$ cat config.mk
export PLATFORM = sky130hd
export DESIGN_NAME = tcb_trace_mon
export DESIGN_NICKNAME = d
export VERILOG_FILES = /design/src/trace_pkg.sv /design/src/ifu_tracker.sv /design/src/lsu_tracker.sv /design/src/trace_merger.sv /design/src/tcb_trace_mon.sv
export SDC_FILE = /design/constraint.sdc
export NUM_CORES = 1
export LEC_CHECK = 0
export CORE_MARGIN = 1.5
export CORE_UTILIZATION = 62
export CTS_CLUSTER_DIAMETER = 50
export DETAILED_ROUTE_END_ITERATION = 6
export DONT_BUFFER_PORTS = 1
export GPL_TIMING_DRIVEN = 0
export PLACE_DENSITY = 0.77
export SETUP_SLACK_MARGIN = 0.15
export SLEW_MARGIN = 20
export SYNTH_ARGS = -nofsm -noshare
export SYNTH_HDL_FRONTEND = slang
export SYNTH_SLANG_ARGS = --single-unit
$ cat constraint.sdc
create_clock -name tcb_ifu -period 7.2 [get_ports tcb_ifu]
set_input_delay 0.36 -clock tcb_ifu [delete_from_list [all_inputs] [get_ports tcb_ifu]]
set_output_delay 0.36 -clock tcb_ifu [all_outputs]
set_load 0.005 [all_outputs]
$ cat src/trace_pkg.sv
// TCB trace monitor shared types
// bus request/response structs, tracker records and the retirement record,
// used by the trackers, the merger and the testbench

package trace_pkg;

  ////////////////////
  // plain vectors
  ////////////////////

  // byte address on either bus
  typedef logic [32-1:0] addr_t;
  // read/write data or instruction word
  typedef logic [32-1:0] data_t;
  // access size, log2 of byte count
  typedef logic [2-1:0] size_t;

  ////////////////////
  // bus signals
  ////////////////////

  // request, sampled in the transfer cycle
  typedef struct packed {
    logic  wen;  // write enable
    addr_t adr;
    size_t siz;
    data_t wdt;  // write data
  } tcb_req_t;

  // response, one cycle after the transfer
  typedef struct packed {
    data_t rdt;  // read data
    logic  err;
  } tcb_rsp_t;

  ////////////////////
  // trace records
  ////////////////////

  // fetch address with its instruction word
  typedef struct packed {
    addr_t pc;
    data_t ins;
    logic  err;
  } fetch_rec_t;

  // one load or store with its response
  typedef struct packed {
    logic  wen;
    addr_t adr;
    size_t siz;
    data_t dat;  // wdt for stores, rdt for loads
    logic  err;
  } mem_rec_t;

  // one retired instruction, first memory access only
  typedef struct packed {
    addr_t pc;
    data_t ins;
    logic  fch_err;
    logic  mem;      // access attached
    logic  mem_wen;
    addr_t mem_adr;
    size_t mem_siz;
    data_t mem_dat;
    logic  mem_err;
  } retire_rec_t;

  // merger FSM
  typedef enum logic {
    IDLE,
    PENDING
  } merge_state_t;

endpackage

$ cat src/ifu_tracker.sv
// Fetch tracker
// pairs each IFU fetch address with the instruction word returned one
// cycle later, one fetch record strobe per transfer

module ifu_tracker (
  input  logic                  tcb_ifu,
  input  logic                  reset,
  input  logic                  ifu_vld,
  input  logic                  ifu_rdy,
  input  trace_pkg::tcb_req_t   ifu_req,
  input  trace_pkg::tcb_rsp_t   ifu_rsp,
  output logic                  fch_vld,
  output trace_pkg::fetch_rec_t fch_rec
);

  // handshake in this cycle
  logic             trn;
  // transfer stage
  logic             trn_q;
  trace_pkg::addr_t adr_q;

  assign trn = ifu_vld & ifu_rdy;

  ////////////////////
  // transfer stage
  ////////////////////

  always_ff @(posedge tcb_ifu) begin
    if (reset) begin
      trn_q <= 1'b0;
    end else begin
      trn_q <= trn;
    end
  end

  // fetch address, other request fields are of no interest
  always_ff @(posedge tcb_ifu) begin
    if (trn) begin
      adr_q <= ifu_req.adr;
    end
  end

  ////////////////////
  // response stage
  ////////////////////

  // strobe two cycles after the transfer
  always_ff @(posedge tcb_ifu) begin
    if (reset) begin
      fch_vld <= 1'b0;
    end else begin
      fch_vld <= trn_q;
    end
  end

  // join address with instruction word and error
  always_ff @(posedge tcb_ifu) begin
    if (trn_q) begin
      fch_rec.pc  <= adr_q;
      fch_rec.ins <= ifu_rsp.rdt;
      fch_rec.err <= ifu_rsp.err;
    end
  end

endmodule

$ cat src/lsu_tracker.sv
// Memory tracker
// pairs each LSU load/store request with its response, one memory
// record strobe per transfer

module lsu_tracker (
  input  logic                tcb_ifu,
  input  logic                reset,
  input  logic                lsu_vld,
  input  logic                lsu_rdy,
  input  trace_pkg::tcb_req_t lsu_req,
  input  trace_pkg::tcb_rsp_t lsu_rsp,
  output logic                mem_vld,
  output trace_pkg::mem_rec_t mem_rec
);

  // handshake in this cycle
  logic                trn;
  // transfer stage
  logic                trn_q;
  trace_pkg::tcb_req_t req_q;
  // record built in the response cycle
  trace_pkg::mem_rec_t rec_nxt;

  assign trn = lsu_vld & lsu_rdy;

  ////////////////////
  // transfer stage
  ////////////////////

  always_ff @(posedge tcb_ifu) begin
    if (reset) begin
      trn_q <= 1'b0;
    end else begin
      trn_q <= trn;
    end
  end

  // whole request, write data included
  always_ff @(posedge tcb_ifu) begin
    if (trn) begin
      req_q <= lsu_req;
    end
  end

  ////////////////////
  // response stage
  ////////////////////

  always_comb begin
    rec_nxt.wen = req_q.wen;
    rec_nxt.adr = req_q.adr;
    rec_nxt.siz = req_q.siz;
    // stores log what was written, loads what came back
    if (req_q.wen) begin
      rec_nxt.dat = req_q.wdt;
    end else begin
      rec_nxt.dat = lsu_rsp.rdt;
    end
    // error applies to both directions
    rec_nxt.err = lsu_rsp.err;
  end

  // strobe two cycles after the transfer
  always_ff @(posedge tcb_ifu) begin
    if (reset) begin
      mem_vld <= 1'b0;
    end else begin
      mem_vld <= trn_q;
    end
  end

  always_ff @(posedge tcb_ifu) begin
    if (trn_q) begin
      mem_rec <= rec_nxt;
    end
  end

endmodule

$ cat src/trace_merger.sv
// Retirement merger
// holds the pending fetch, attaches the first memory access seen for it,
// emits a retirement record on the next fetch and keeps event counters

module trace_merger #(
  parameter int unsigned CNT_W = 16
)(
  input  logic                   tcb_ifu,
  input  logic                   reset,
  input  logic                   fch_vld,
  input  trace_pkg::fetch_rec_t  fch_rec,
  input  logic                   mem_vld,
  input  trace_pkg::mem_rec_t    mem_rec,
  output logic                   ret_vld,
  output trace_pkg::retire_rec_t ret_rec,
  output logic [CNT_W-1:0]       cnt_ret,
  output logic [CNT_W-1:0]       cnt_ld,
  output logic [CNT_W-1:0]       cnt_st,
  output logic [CNT_W-1:0]       cnt_err,
  output logic [CNT_W-1:0]       cnt_ovf
);

  // FSM and pending instruction
  trace_pkg::merge_state_t state;
  trace_pkg::fetch_rec_t   pnd_fch;
  logic                    pnd_mem;
  trace_pkg::mem_rec_t     pnd_rec;

  logic                    att;      // attach incoming access
  logic                    ovf;      // access dropped
  logic                    emit;     // retire pending instruction
  logic                    mem_any;
  trace_pkg::mem_rec_t     mem_sel;
  trace_pkg::retire_rec_t  ret_nxt;

  ////////////////////
  // attach and emit
  ////////////////////

  always_comb begin
    // mem strobe is taken before a fch strobe of the same cycle
    att     = mem_vld && (state == trace_pkg::PENDING) && !pnd_mem;
    // no instruction yet, or one already has its access
    ovf     = mem_vld && !att;
    emit    = fch_vld && (state == trace_pkg::PENDING);
    mem_any = pnd_mem | att;
    mem_sel = pnd_mem ? pnd_rec : mem_rec;
  end

  // record of the pending instruction, memory fields zero if none
  always_comb begin
    ret_nxt         = '0;
    ret_nxt.pc      = pnd_fch.pc;
    ret_nxt.ins     = pnd_fch.ins;
    ret_nxt.fch_err = pnd_fch.err;
    ret_nxt.mem     = mem_any;
    if (mem_any) begin
      ret_nxt.mem_wen = mem_sel.wen;
      ret_nxt.mem_adr = mem_sel.adr;
      ret_nxt.mem_siz = mem_sel.siz;
      ret_nxt.mem_dat = mem_sel.dat;
      ret_nxt.mem_err = mem_sel.err;
    end
  end

  // FSM, any fetch becomes the new pending instruction
  always_ff @(posedge tcb_ifu) begin
    if (reset) begin
      state   <= trace_pkg::IDLE;
      pnd_mem <= 1'b0;
    end else if (fch_vld) begin
      state   <= trace_pkg::PENDING;
      pnd_mem <= 1'b0;
    end else if (att) begin
      pnd_mem <= 1'b1;
    end
  end

  always_ff @(posedge tcb_ifu) begin
    if (fch_vld) begin
      pnd_fch <= fch_rec;
    end
    if (att) begin
      pnd_rec <= mem_rec;
    end
  end

  ////////////////////
  // output
  ////////////////////

  always_ff @(posedge tcb_ifu) begin
    if (reset) begin
      ret_vld <= 1'b0;
    end else begin
      ret_vld <= emit;
    end
  end

  always_ff @(posedge tcb_ifu) begin
    if (emit) begin
      ret_rec <= ret_nxt;
    end
  end

  // statistics, wrap at 2**CNT_W
  always_ff @(posedge tcb_ifu) begin
    if (reset) begin
      cnt_ret <= '0;
      cnt_ld  <= '0;
      cnt_st  <= '0;
      cnt_err <= '0;
      cnt_ovf <= '0;
    end else begin
      if (emit) begin
        cnt_ret <= cnt_ret + CNT_W'(1);
      end
      if (emit && mem_any && !mem_sel.wen) begin
        cnt_ld <= cnt_ld + CNT_W'(1);
      end
      if (emit && mem_any && mem_sel.wen) begin
        cnt_st <= cnt_st + CNT_W'(1);
      end
      // either error in the emitted record
      if (emit && (ret_nxt.fch_err || ret_nxt.mem_err)) begin
        cnt_err <= cnt_err + CNT_W'(1);
      end
      if (ovf) begin
        cnt_ovf <= cnt_ovf + CNT_W'(1);
      end
    end
  end

endmodule

$ cat src/tcb_trace_mon.sv
// TCB execution trace monitor
// observes IFU and LSU buses, one retirement record per instruction

module tcb_trace_mon #(
  parameter int unsigned CNT_W = 16
)(
  input  logic                   tcb_ifu,
  input  logic                   reset,
  // instruction fetch bus
  input  logic                   ifu_vld,
  input  logic                   ifu_rdy,
  input  trace_pkg::tcb_req_t    ifu_req,
  input  trace_pkg::tcb_rsp_t    ifu_rsp,
  // load/store bus
  input  logic                   lsu_vld,
  input  logic                   lsu_rdy,
  input  trace_pkg::tcb_req_t    lsu_req,
  input  trace_pkg::tcb_rsp_t    lsu_rsp,
  // retirement trace
  output logic                   ret_vld,
  output trace_pkg::retire_rec_t ret_rec,
  // statistics
  output logic [CNT_W-1:0]       cnt_ret,
  output logic [CNT_W-1:0]       cnt_ld,
  output logic [CNT_W-1:0]       cnt_st,
  output logic [CNT_W-1:0]       cnt_err,
  output logic [CNT_W-1:0]       cnt_ovf
);

  // tracker records into the merger
  logic                  fch_vld;
  trace_pkg::fetch_rec_t fch_rec;
  logic                  mem_vld;
  trace_pkg::mem_rec_t   mem_rec;

  ////////////////////
  // trackers
  ////////////////////

  ifu_tracker u_ifu (
    .tcb_ifu (tcb_ifu),
    .reset   (reset),
    .ifu_vld (ifu_vld),
    .ifu_rdy (ifu_rdy),
    .ifu_req (ifu_req),
    .ifu_rsp (ifu_rsp),
    .fch_vld (fch_vld),
    .fch_rec (fch_rec)
  );

  lsu_tracker u_lsu (
    .tcb_ifu (tcb_ifu),
    .reset   (reset),
    .lsu_vld (lsu_vld),
    .lsu_rdy (lsu_rdy),
    .lsu_req (lsu_req),
    .lsu_rsp (lsu_rsp),
    .mem_vld (mem_vld),
    .mem_rec (mem_rec)
  );

  ////////////////////
  // merger
  ////////////////////

  trace_merger #(
    .CNT_W (CNT_W)
  ) u_mrg (
    .tcb_ifu (tcb_ifu),
    .reset   (reset),
    .fch_vld (fch_vld),
    .fch_rec (fch_rec),
    .mem_vld (mem_vld),
    .mem_rec (mem_rec),
    .ret_vld (ret_vld),
    .ret_rec (ret_rec),
    .cnt_ret (cnt_ret),
    .cnt_ld  (cnt_ld),
    .cnt_st  (cnt_st),
    .cnt_err (cnt_err),
    .cnt_ovf (cnt_ovf)
  );

endmodule

==> summary.md, run 1 <==
| Metric | Value |
|---|---|
| Drt first pass iters | 5 |
| Detailed Route WL | 43100 um |
| Worst hold endpoint | u_lsu.mem_rec[32] |
| Routed vias/inst | a little over 6 |
| Synth Register Bits | 586 |
| Slew Limit Fails | 0 |
| Placed insts | 1491 |
| Reg2reg setup slack | 4.36 ns |
| Worst r2r src | u_ifu.fch_vld |
| Clk root buf | clkbuf_16 |
| Ports | 421 |
| Nets | approximately 1.5k |
| Critical Path RT | approximately 7.7 ns |
| Storage element area | 16700 um^2 |
| Number of buffers created by CTS | 57 |
| Iter 0 DRT Violations | between 900 and 1k |
| Power per cell area | 292 nW/um^2 |
| Max-slew headroom | 49.6% |
| Residual DRC | 0 |
| Leak | 7.73 nW |
| H-tree depth | 2 |
| Sequential-to-total area share from yosys stat | 83.7% |
| Final hold vios | 0 |
| Post-Layout Cell Count | 1756 |
| Crit Path Category | reg2reg |
| Via Count | 10.6k |
| Main synth FF type | edfxtp_1 |
| Min-Delay Startpoint | lsu_rsp[32] |
| Post-synthesis cell type count | 46 |
| CP Depth | 6 |
| Core area | 31600 um^2 |
| Crit path arrival time | between 3 and 4 ns |
| Measured slew at the worst slew-check pin | 0.756 ns |
| Synth warn | 0 |
| Hold_ws | ~0.033 ns |
| Clock Sinks | between 500 and 600 |
| RSZ-0062 raised after global routing | false |
| Worst path max stage delay | 0.67 ns |
| Final Instance Area | about 24000 um^2 |
| ANT nets after route | 0 |
| TNS Setup | 0 ns |
| Post-DP HPWL | 24900 um |
| Worst slack, placed | about 4.4 ns |
| I/O Buffers | 0 |
| Setup Skew | roughly 0.016 ns |
| Die ar. | roughly 33000 um^2 |
| Worst path bufs/invs | 2 |
| Area Overhead vs Synth | 21.2% |
| Register-to-Register Path Depth | 6 |
| Tmin final | ~2.8 ns |
| Synthesized area | 20000 um^2 |
| GRT overflow | 0 |
| Commonest non-fill, non-tap cell in the layout | edfxtp_1 |
| Final worst path period share | 39.4% |
| Footprint of the multi-input gates | 3020 um^2 |
| Worst-path cell chain | nand2_1 > clkinv_4 > o21ai_1 > clkbuf_1 > or4_1 > a21oi_1 |
| Status | completed |
| Initial Utilization | 63.2% |
| Max Cap Violations | 0 |
| Area of placed instances | 20700 um^2 |
| Post-Syn Instances | 1082 |
| Post-CTS Setup Bufs | 0 |
| CP max FO | 70 |
| Worst-path clk slew | 0.06 ns |
| Number of synthesized flops with an enable pin | 499 |
| CP endpoint kind | register |
| HP Class | in2reg |
| Average size of a mapped cell | 18.5 um^2 |
| CP delay by family, top | buffers and inverters |
| Highest clock rate | 0.352 GHz |
| Number of core rows | 65 |
| Share of layout cells above drive strength 1 | ~11% |
| Tot GR Track Use | 26.0% |
| Die H | roughly 180 um |
| DR WL/cell | 24.6 um |
| Worst path slowest cell | dfxtp_4 |
| Clock Latency Late Sink | just under 0.6 ns |
| Placer Congestion | 0.864 |
| Share of synthesized flip-flops with an asynchronous set or reset | 0% |
| First-pass GRT wire length | approximately 65000 um |
| Syn Nets | about 1.3k |
| WHS Path Cells | 1 |
| Endpoints failing setup | 0 |
| Maximum number of pins on one net before global-route repair | 72 |
| CTS tree | built |
| CTS Buffer Depth | 3 |
| Filler Cell Count | 1654 |
| Most frequent cells in the layout | edfxtp_1, dlygate4sd3_1, dfxtp_1 |
| Antenna violations before repair | 2 |
| Critical R2R Capture | u_mrg.cnt_ld[9] |
| Die Wd | roughly 180 um |
| Final setup margin | ~4.4 ns |
| Max VDD drop | 270 uV |
| CP startpoint kind | register |
| Vias in the first global route | 10.6k |
[report_power, final]
part / internal (mW) / total (mW) / switching (mW)
combinational: 0.0825 / 0.154 / 0.0713
clock: 1.86 / 3.14 / 1.27
sequential: 3.75 / 3.79 / 0.0366
[area by class of cell]
type	count	share of cell area, %
Sequential cell	586	69.1
Clock inverter	43	2.04
Multi-Input combinational cell	435	12.5
Tap cell	402	2.08
Clock buffer	65	6.19
Inverter	20	0.331
Timing Repair Buffer	162	7.08
Buffer	41	0.677
Antenna cell	2	0.0207
[worst reg2reg max path: stages, from the launching register on]
cell and delay (ns):
dfxtp_4 0.67, nand2_1 0.28, clkinv_4 0.51, o21ai_1 0.30
clkbuf_1 0.31, or4_1 0.53, a21oi_1 0.17
[sequential cells by signal, indices dropped and copies added, names as in the netlist]
name	flops
u_mrg.cnt_ld	16
u_lsu.trn_q	1
u_mrg.ret_rec	134
u_mrg.cnt_ret	16
u_ifu.fch_vld	1
u_mrg.cnt_ovf	16
u_mrg.ret_vld	1
u_lsu.mem_vld	1
u_mrg.pnd_rec	68
u_mrg.pnd_mem	1
u_ifu.adr_q	32
u_lsu.req_q	32
u_mrg.cnt_st	16
u_mrg.pnd_fch	65
u_lsu.mem_rec	68
u_lsu.rec_nxt	35
u_mrg.state	1
u_mrg.cnt_err	16
u_ifu.fch_rec	65
u_ifu.trn_q	1
[metrics by stage]
| step | total power, mW | utilization, % |
|---|---|---|
| finish | 7.08 | 76.6 |
| global route | 7.28 | 76.5 |
| CTS | 7.08 | 76.5 |
| detailed placement | 3.94 | 65.3 |
| global placement | 3.93 | 64.7 |
| floorplan | 3.90 | - |
[cells in the mapped netlist (7+ instances only)]
cell | instances | area share (%)
a211oi_1 | 8 | 0.30
a21oi_1 | 44 | 1.1
a22o_1 | 66 | 2.9
buf_1 | 7 | 0.13
clkbuf_1 | 29 | 0.54
dfxtp_1 | 87 | 8.7
edfxtp_1 | 499 | 75
inv_1 | 19 | 0.36
mux2_2 | 33 | 1.9
nand2_1 | 29 | 0.54
nand3_1 | 20 | 0.50
nand4_1 | 18 | 0.56
nor2_1 | 40 | 0.75
nor4_1 | 9 | 0.28
o21ai_0 | 17 | 0.43
o31ai_1 | 20 | 0.75
or3_1 | 20 | 0.63
or4_1 | 22 | 0.83
xnor2_1 | 24 | 1.1
xor2_1 | 8 | 0.35
[layer usage]
layer | global-route usage [%] | vias to the layer above | routed length, um
li1 | - | 4717 | -
met1 | 31.9 | 5214 | 15900
met2 | 42.8 | 569 | 21300
met3 | 8.86 | 109 | 4370
met4 | 10.0 | 0 | 1560
met5 | 0 | - | 0
[how the worst max path moves through the flow]
stage,startpoint,to,slack (ns)
floorplan,u_ifu.fch_vld,u_mrg.cnt_ld[1],1.34
global placement,u_ifu.fch_vld,u_mrg.cnt_ld[1],-1.21
detailed placement,u_ifu.fch_vld,u_mrg.cnt_ld[9],4.37
CTS,u_ifu.fch_vld,u_mrg.cnt_ld[9],4.33
global route,u_ifu.fch_vld,u_mrg.cnt_ld[9],4.14
finish,u_ifu.fch_vld,u_mrg.cnt_ld[9],4.36
[cells by family (layout without fill, tap and decap cells)]
group,Yosys count,after routing,share of synthesized area [%]
adders and majority gates,5,5,0.313
other,0,2,0
muxes,37,37,2.06
xor gates and xnor gates,32,32,1.40
AOI/OAI and AO/OA,171,171,6.14
buffers and inverters,61,331,1.18
and+or+nand+nor,190,190,5.19
DFF,586,586,83.7
[what timing repair did]
action | 4_1_cts | 5_1_grt
hold buffers | 155 | 0
hold endpoints to repair | 155 | 0
gates resized for setup | 0 | 0
No activity file was read; power rests on OpenSTA's default activity.
==> inputs of run 2 (changes only) <==
--- a/config.mk
+++ b/config.mk
@@ -6,12 +6,12 @@
 export NUM_CORES = 1
 export LEC_CHECK = 0
 export CORE_MARGIN = 1.5
-export CORE_UTILIZATION = 62
+export CORE_UTILIZATION = 56
 export CTS_CLUSTER_DIAMETER = 50
 export DETAILED_ROUTE_END_ITERATION = 6
 export DONT_BUFFER_PORTS = 1
 export GPL_TIMING_DRIVEN = 0
-export PLACE_DENSITY = 0.77
+export PLACE_DENSITY = 0.73
 export SETUP_SLACK_MARGIN = 0.15
 export SLEW_MARGIN = 20
 export SYNTH_ARGS = -nofsm -noshare
==> constraint.sdc (replaced) <==
create_clock -name tcb_ifu -period 2.3 [get_ports tcb_ifu]
set_input_delay 0.115 -clock tcb_ifu [delete_from_list [all_inputs] [get_ports tcb_ifu]]
set_output_delay 0.115 -clock tcb_ifu [all_outputs]
set_load 0.005 [all_outputs]
==> run 2 against run 1 <==
  * Register-to-register slack worse by 4.2 ns
  * Global-route usage down 3.2 points
  * Die area up 11%
  * Critical endpoint is now u_mrg.cnt_ld[12]
  * Largest cell class unchanged
==> summary.md, run 2 (synthesized netlist as in run 1, its figures left out) <==
| Metric | Value |
|---|---|
| Leak | 7.87 nW |
| Endpoints failing setup | 0 |
| GRT overflow | 0 |
| Max-slew headroom | 56.6% |
| CTS tree | built |
| Highest clock rate | 0.472 GHz |
| Worst path slowest cell | or4_1 |
| Total power | approximately 22 mW |
| Detailed Route WL | 43000 um |
| Drt first pass iters | 5 |
| ANT nets after route | 0 |
| RSZ-0062 raised after global routing | true |
| Largest register FFs | 134 |
| Die H | about 190 um |
| Max Cap Violations | 0 |
| Number of buffers created by CTS | 57 |
| Post-DP HPWL | 24900 um |
| Worst path bufs/invs | 1 |
| Area Overhead vs Synth | 23.2% |
| Nets | 1542 |
| Crit path arrival time | ~2.6 ns |
| Residual DRC | 0 |
| Clock Sinks | 586 |
| Final worst path period share | 92.1% |
| Worst path max stage delay | 0.49 ns |
| Crit Path Category | reg2reg |
| CP max FO | 5 |
| Final hold vios | 0 |
| Largest Register | u_mrg.ret_rec |
| H-tree depth | 2 |
| Die Wd | 192 um |
| Vias in the first global route | 10.2k |
| Share of layout cells above drive strength 1 | 12.6% |
| Measured slew at the worst slew-check pin | 0.651 ns |
| Routed vias/inst | a little under 6 |
| CP endpoint kind | register |
| CP delay by family, top | simple AND/OR/NAND/NOR gates |
| Tmin final | 2.12 ns |
| TNS Setup | 0 ns |
| Clk root buf | clkbuf_16 |
| Initial Utilization | 57.4% |
| Largest regs | u_mrg.ret_rec x134, u_lsu.mem_rec x68, u_mrg.pnd_rec x68 |
| First-pass GRT wire length | roughly 62000 um |
| Die ar. | 36800 um^2 |
| Core area | ~35000 um^2 |
| Commonest non-fill, non-tap cell in the layout | edfxtp_1 |
| Worst-path clk slew | 0.06 ns |
| DR WL/cell | 23.4 um |
| CP startpoint kind | register |
| Via Count | 10.6k |
| Area of placed instances | 20700 um^2 |
| Number of core rows | 68 |
| HP Class | in2reg |
| Maximum number of pins on one net before global-route repair | slightly below 80 |
| Tot GR Track Use | 22.8% |
| CTS Buffer Depth | 3 |
| Worst-path cell chain | or3b_4 > a2111o_1 > buf_6 > or4_1 > a21oi_2 |
| Hold_ws | roughly 0.057 ns |
| Most frequent cells in the layout | edfxtp_1, dlygate4sd3_1, dfxtp_1 |
| Iter 0 DRT Violations | 755 |
| I/O Buffers | 0 |
| Slew Limit Fails | 0 |
| Max VDD drop | between 1000 and 1500 uV |
| Power per cell area | 894 nW/um^2 |
| Ports | 421 |
| Layout Utilization | 70.8% |
| Setup Skew | 0.0291 ns |
| Filler Cell Count | approximately 2k |
| Clock Latency Late Sink | roughly 0.6 ns |
| Status | completed |
| Placer Congestion | 0.843 |
| Critical Path RT | around 2.8 ns |
| Final Instance Area | 24600 um^2 |
| Antenna violations before repair | 3 |
==> run 2: what timing repair did <==
item                       CTS  global route
hold endpoints to repair   182             0
hold buffers               170             0
buffers inserted             3            11
resized for setup           13            14
gates cloned                 1             1
setup endpoints to repair  174           100
pin swaps                    0             6
==> run 2: path summary, 6_finish.rpt <==
path / from / slack [ns] / endpoint / cells past startpoint
setup / recovery: u_lsu.mem_rec[67] / 0.18 / u_mrg.cnt_ld[12] / 5
hold / removal: ifu_vld / 0.06 / u_ifu.adr_q[12] / 2
setup reg to reg: u_lsu.mem_rec[67] / 0.18 / u_mrg.cnt_ld[12] / 5
hold reg to reg: u_ifu.fch_rec[53] / 0.42 / u_mrg.pnd_fch[53] / 0
==> run 2: report_power, final <==
| part | leakage, nW | internal (mW) | total, mW | switching [mW] |
|---|---|---|---|---|
| clock network | 0.944 | 5.73 | 9.64 | 3.91 |
| logic | 1.71 | 0.280 | 0.514 | 0.234 |
| registers | 5.21 | 11.8 | 11.9 | 0.108 |
| total | 7.87 | 17.8 | 22.0 | 4.25 |
==> run 2: area by class of cell <==
class	count	area, um^2	area share, %
sequential	586	16700	68.0
multi-input combinational	435	3080	12.5
timing repair buffer	189	1940	7.86
clock buffer	70	1520	6.16
tap	455	569	2.31
clock inverter	35	440	1.79
buffer	41	215	0.874
inverter	20	101	0.412
timing repair inverter	1	16.3	0.0661
antenna	2	5.00	0.0203
==> run 2: stage by stage <==
step           setup WS, ns  instances
6_report              0.182       1834
5_1_grt              0.0640       1834
4_1_cts               0.164       1820
3_5_place_dp         -0.501       1541
3_3_place_gp         -0.512       1537
2_1_floorplan         0.109       1082
==> run 2: per-layer routing <==
metal | vias to the layer above | GRT usage (%) | part of all wire (%)
li1 | 4769 | - | -
met1 | 5250 | 28.0 | 38
met3 | 65 | 7.45 | 10
met5 | - | 0 | 0
met2 | 534 | 38.1 | 50
met4 | 0 | 7.93 | 2.4
==> inputs of run 3 (changes only) <==
--- a/config.mk
+++ b/config.mk
@@ -6,12 +6,12 @@
 export NUM_CORES = 1
 export LEC_CHECK = 0
 export CORE_MARGIN = 1.5
-export CORE_UTILIZATION = 56
+export CORE_UTILIZATION = 65
 export CTS_CLUSTER_DIAMETER = 50
 export DETAILED_ROUTE_END_ITERATION = 6
 export DONT_BUFFER_PORTS = 1
 export GPL_TIMING_DRIVEN = 0
-export PLACE_DENSITY = 0.73
+export PLACE_DENSITY = 0.8
 export SETUP_SLACK_MARGIN = 0.15
 export SLEW_MARGIN = 20
 export SYNTH_ARGS = -nofsm -noshare
==> constraint.sdc (replaced) <==
create_clock -name tcb_ifu -period 2.5 [get_ports tcb_ifu]
set_input_delay 0.125 -clock tcb_ifu [delete_from_list [all_inputs] [get_ports tcb_ifu]]
set_output_delay 0.125 -clock tcb_ifu [all_outputs]
set_load 0.005 [all_outputs]
==> run 3 against run 2 <==
  * Sequential cell count unchanged
  * Worst setup slack better by 0.088 ns
  * Sequential power down 8%
  * Critical endpoint is now u_mrg.cnt_ld[13]
  * Highest routed layer unchanged
==> summary.md, run 3 (synthesized netlist as in run 1, its figures left out) <==
| Metric | Value |
|---|---|
| Status | completed |
| Die H | 178 um |
| TNS Setup | 0 ns |
| Clock Latency Late Sink | 0.57 ns |
| CP startpoint kind | register |
| Power per cell area | 821 nW/um^2 |
| Slew Limit Fails | 0 |
| Nets | about 1.5k |
| Combinational power share | 2.4% |
| Crit Path Category | reg2reg |
| Reg2reg setup slack | around 0.27 ns |
| Critical R2R Capture | u_mrg.cnt_ld[13] |
| Max VDD drop | 662 uV |
| Endpoints failing setup | 0 |
| Min-Delay Startpoint | reset |
| Setup Skew | ~0.026 ns |
| Routed vias/inst | 6.15 |
| Filler Cell Count | around 1.5k |
| Vias in the first global route | 10.8k |
| Largest regs | u_mrg.ret_rec x134, u_lsu.mem_rec x68, u_mrg.pnd_rec x68 |
| Max Cap Violations | 0 |
| Highest clock rate | 0.448 GHz |
| Worst-path cell chain | or3b_4 > a2111o_1 > buf_2 > or4_1 > a21oi_1 |
| Layout Utilization | 79.7% |
| Footprint of the multi-input gates | 3060 um^2 |
| Measured slew at the worst slew-check pin | 0.801 ns |
| Leak | 7.75 nW |
| GRT overflow | 0 |
| First-pass GRT wire length | 66600 um |
| Worst r2r src | u_lsu.mem_rec[67] |
| Post-DP HPWL | 24900 um |
| CTS Buffer Depth | 3 |
| Detailed Route WL | 46000 um |
| Worst path max stage delay | 0.50 ns |
| Critical Path RT | about 3.0 ns |
| Tot GR Track Use | 28.5% |
| Tmin final | 2.23 ns |
| Die ar. | 31800 um^2 |
| Clock Sinks | 586 |
| Crit path arrival time | 2.73 ns |
| Final hold vios | 0 |
| Die Wd | 178 um |
| Final Instance Area | between 20000 and 25000 um^2 |
| Area Overhead vs Synth | 21.4% |
| Ports | 421 |
| Most frequent cells in the layout | edfxtp_1, dlygate4sd3_1, dfxtp_1 |
| Number of core rows | 64 |
| H-tree depth | 2 |
| CTS tree | built |
| Int Pwr | 16.0 mW |
| Drt first pass iters | 5 |
| Largest register FFs | 134 |
| Worst-path clk slew | 0.06 ns |
| ANT nets after route | 0 |
| P_sw | 3.92 mW |
| Antenna violations before repair | 1 |
| Residual DRC | 0 |
| Core area | just over 30000 um^2 |
| Sw frac | between 10% and 20% |
| Share of layout cells above drive strength 1 | about 11% |
| Clock share of power | 42.7% |
| Part of the power in registers | 54.9% |
| Worst hold endpoint | u_mrg.cnt_ovf[15] |
| HP Class | in2reg |
| DR WL/cell | 26.2 um |
| Maximum number of pins on one net before global-route repair | 141 |
| I/O Buffers | 0 |
| Largest Register | u_mrg.ret_rec |
| Commonest non-fill, non-tap cell in the layout | edfxtp_1 |
| Register-to-Register Path Depth | 5 |
| Iter 0 DRT Violations | 1061 |
| CP max FO | 10 |
| Max-slew headroom | 46.4% |
| Area of placed instances | ~21000 um^2 |
| CP endpoint kind | register |
| Storage element area | 16700 um^2 |
| RSZ-0062 raised after global routing | false |
| Via Count | 10.8k |
| WHS Path Cells | 3 |
| Clk root buf | clkbuf_16 |
| Initial Utilization | 65.7% |
| Final worst path period share | 89.2% |
| Placer Congestion | about 0.86 |
| Worst path slowest cell | or4_1 |
| Number of buffers created by CTS | 55 |
run 3: timing repair:
| action | CTS | global route |
|---|---|---|
| endpoints found under the hold margin | 183 | 0 |
| resized for setup | 6 | 12 |
| setup buffers | 2 | 0 |
| hold buffers | 168 | 0 |
| endpoints found under the setup margin | 137 | 134 |
| cloned | 0 | 1 |
run 3: through the flow:
stage               power (mW)  hold slack (ns)  setup WS [ns]  cells
detailed placement        11.3            0.224         -0.350   1482
CTS                       19.9           0.0336          0.152   1754
floorplan                 11.2            0.224          0.199   1082
global placement          11.3            0.224         -0.357   1478
finish                    19.9           0.0483          0.270   1758
global route              20.4           0.0789          0.144   1756
run 3: final cells by class:
type | instances | share of cell area (%)
Timing Repair inverter | 1 | 0.0464
Timing Repair Buffer | 174 | 7.52
Clock inverter | 33 | 1.48
Tap cell | 396 | 2.04
Buffer | 41 | 0.753
Clock buffer | 69 | 6.07
Antenna cell | 3 | 0.0310
Multi-Input combinational cell | 435 | 12.6
Inverter | 20 | 0.418
Sequential cell | 586 | 69.0
run 3: critical path: cells and delay by family, from the launching register on:
family          cells  cell delay (ns)
flops               1             0.47
simple gates        2             0.94
compound gates      2             0.57
buf+inv             1             0.18
run 3: metal layers:
metal	share of wire [%]	up-vias	routed length, um	global-route usage [%]
met5	0	-	0	0
met4	3.6	0	1670	9.83
met3	10	93	4640	7.89
met2	50	680	23200	48.2
met1	36	5288	16500	35.6
li1	-	4747	-	-
run 3: worst max path at each step:
stage	from	end	slack [ns]	cells past startpoint
2_1_floorplan	u_ifu.fch_vld	u_mrg.cnt_ld[9]	0.20	6
3_3_place_gp	u_lsu.trn_q	u_lsu.mem_rec[28]	-0.36	0
3_5_place_dp	u_ifu.fch_vld	u_mrg.cnt_ld[9]	-0.35	6
4_1_cts	u_mrg.pnd_mem	u_mrg.cnt_err[1]	0.15	7
5_1_grt	u_mrg.state	u_mrg.ret_rec[27]	0.14	6
6_report	u_lsu.mem_rec[67]	u_mrg.cnt_ld[13]	0.27	5
run 3: power groups by stage:
stage	Sequential, mW	Combinational (mW)	Clock [mW]
global route	10.9	0.495	9.00
floorplan	11.1	0.123	0
detailed placement	11.1	0.206	0
CTS	10.9	0.448	8.51
global placement	11.1	0.167	0
finish	10.9	0.474	8.50
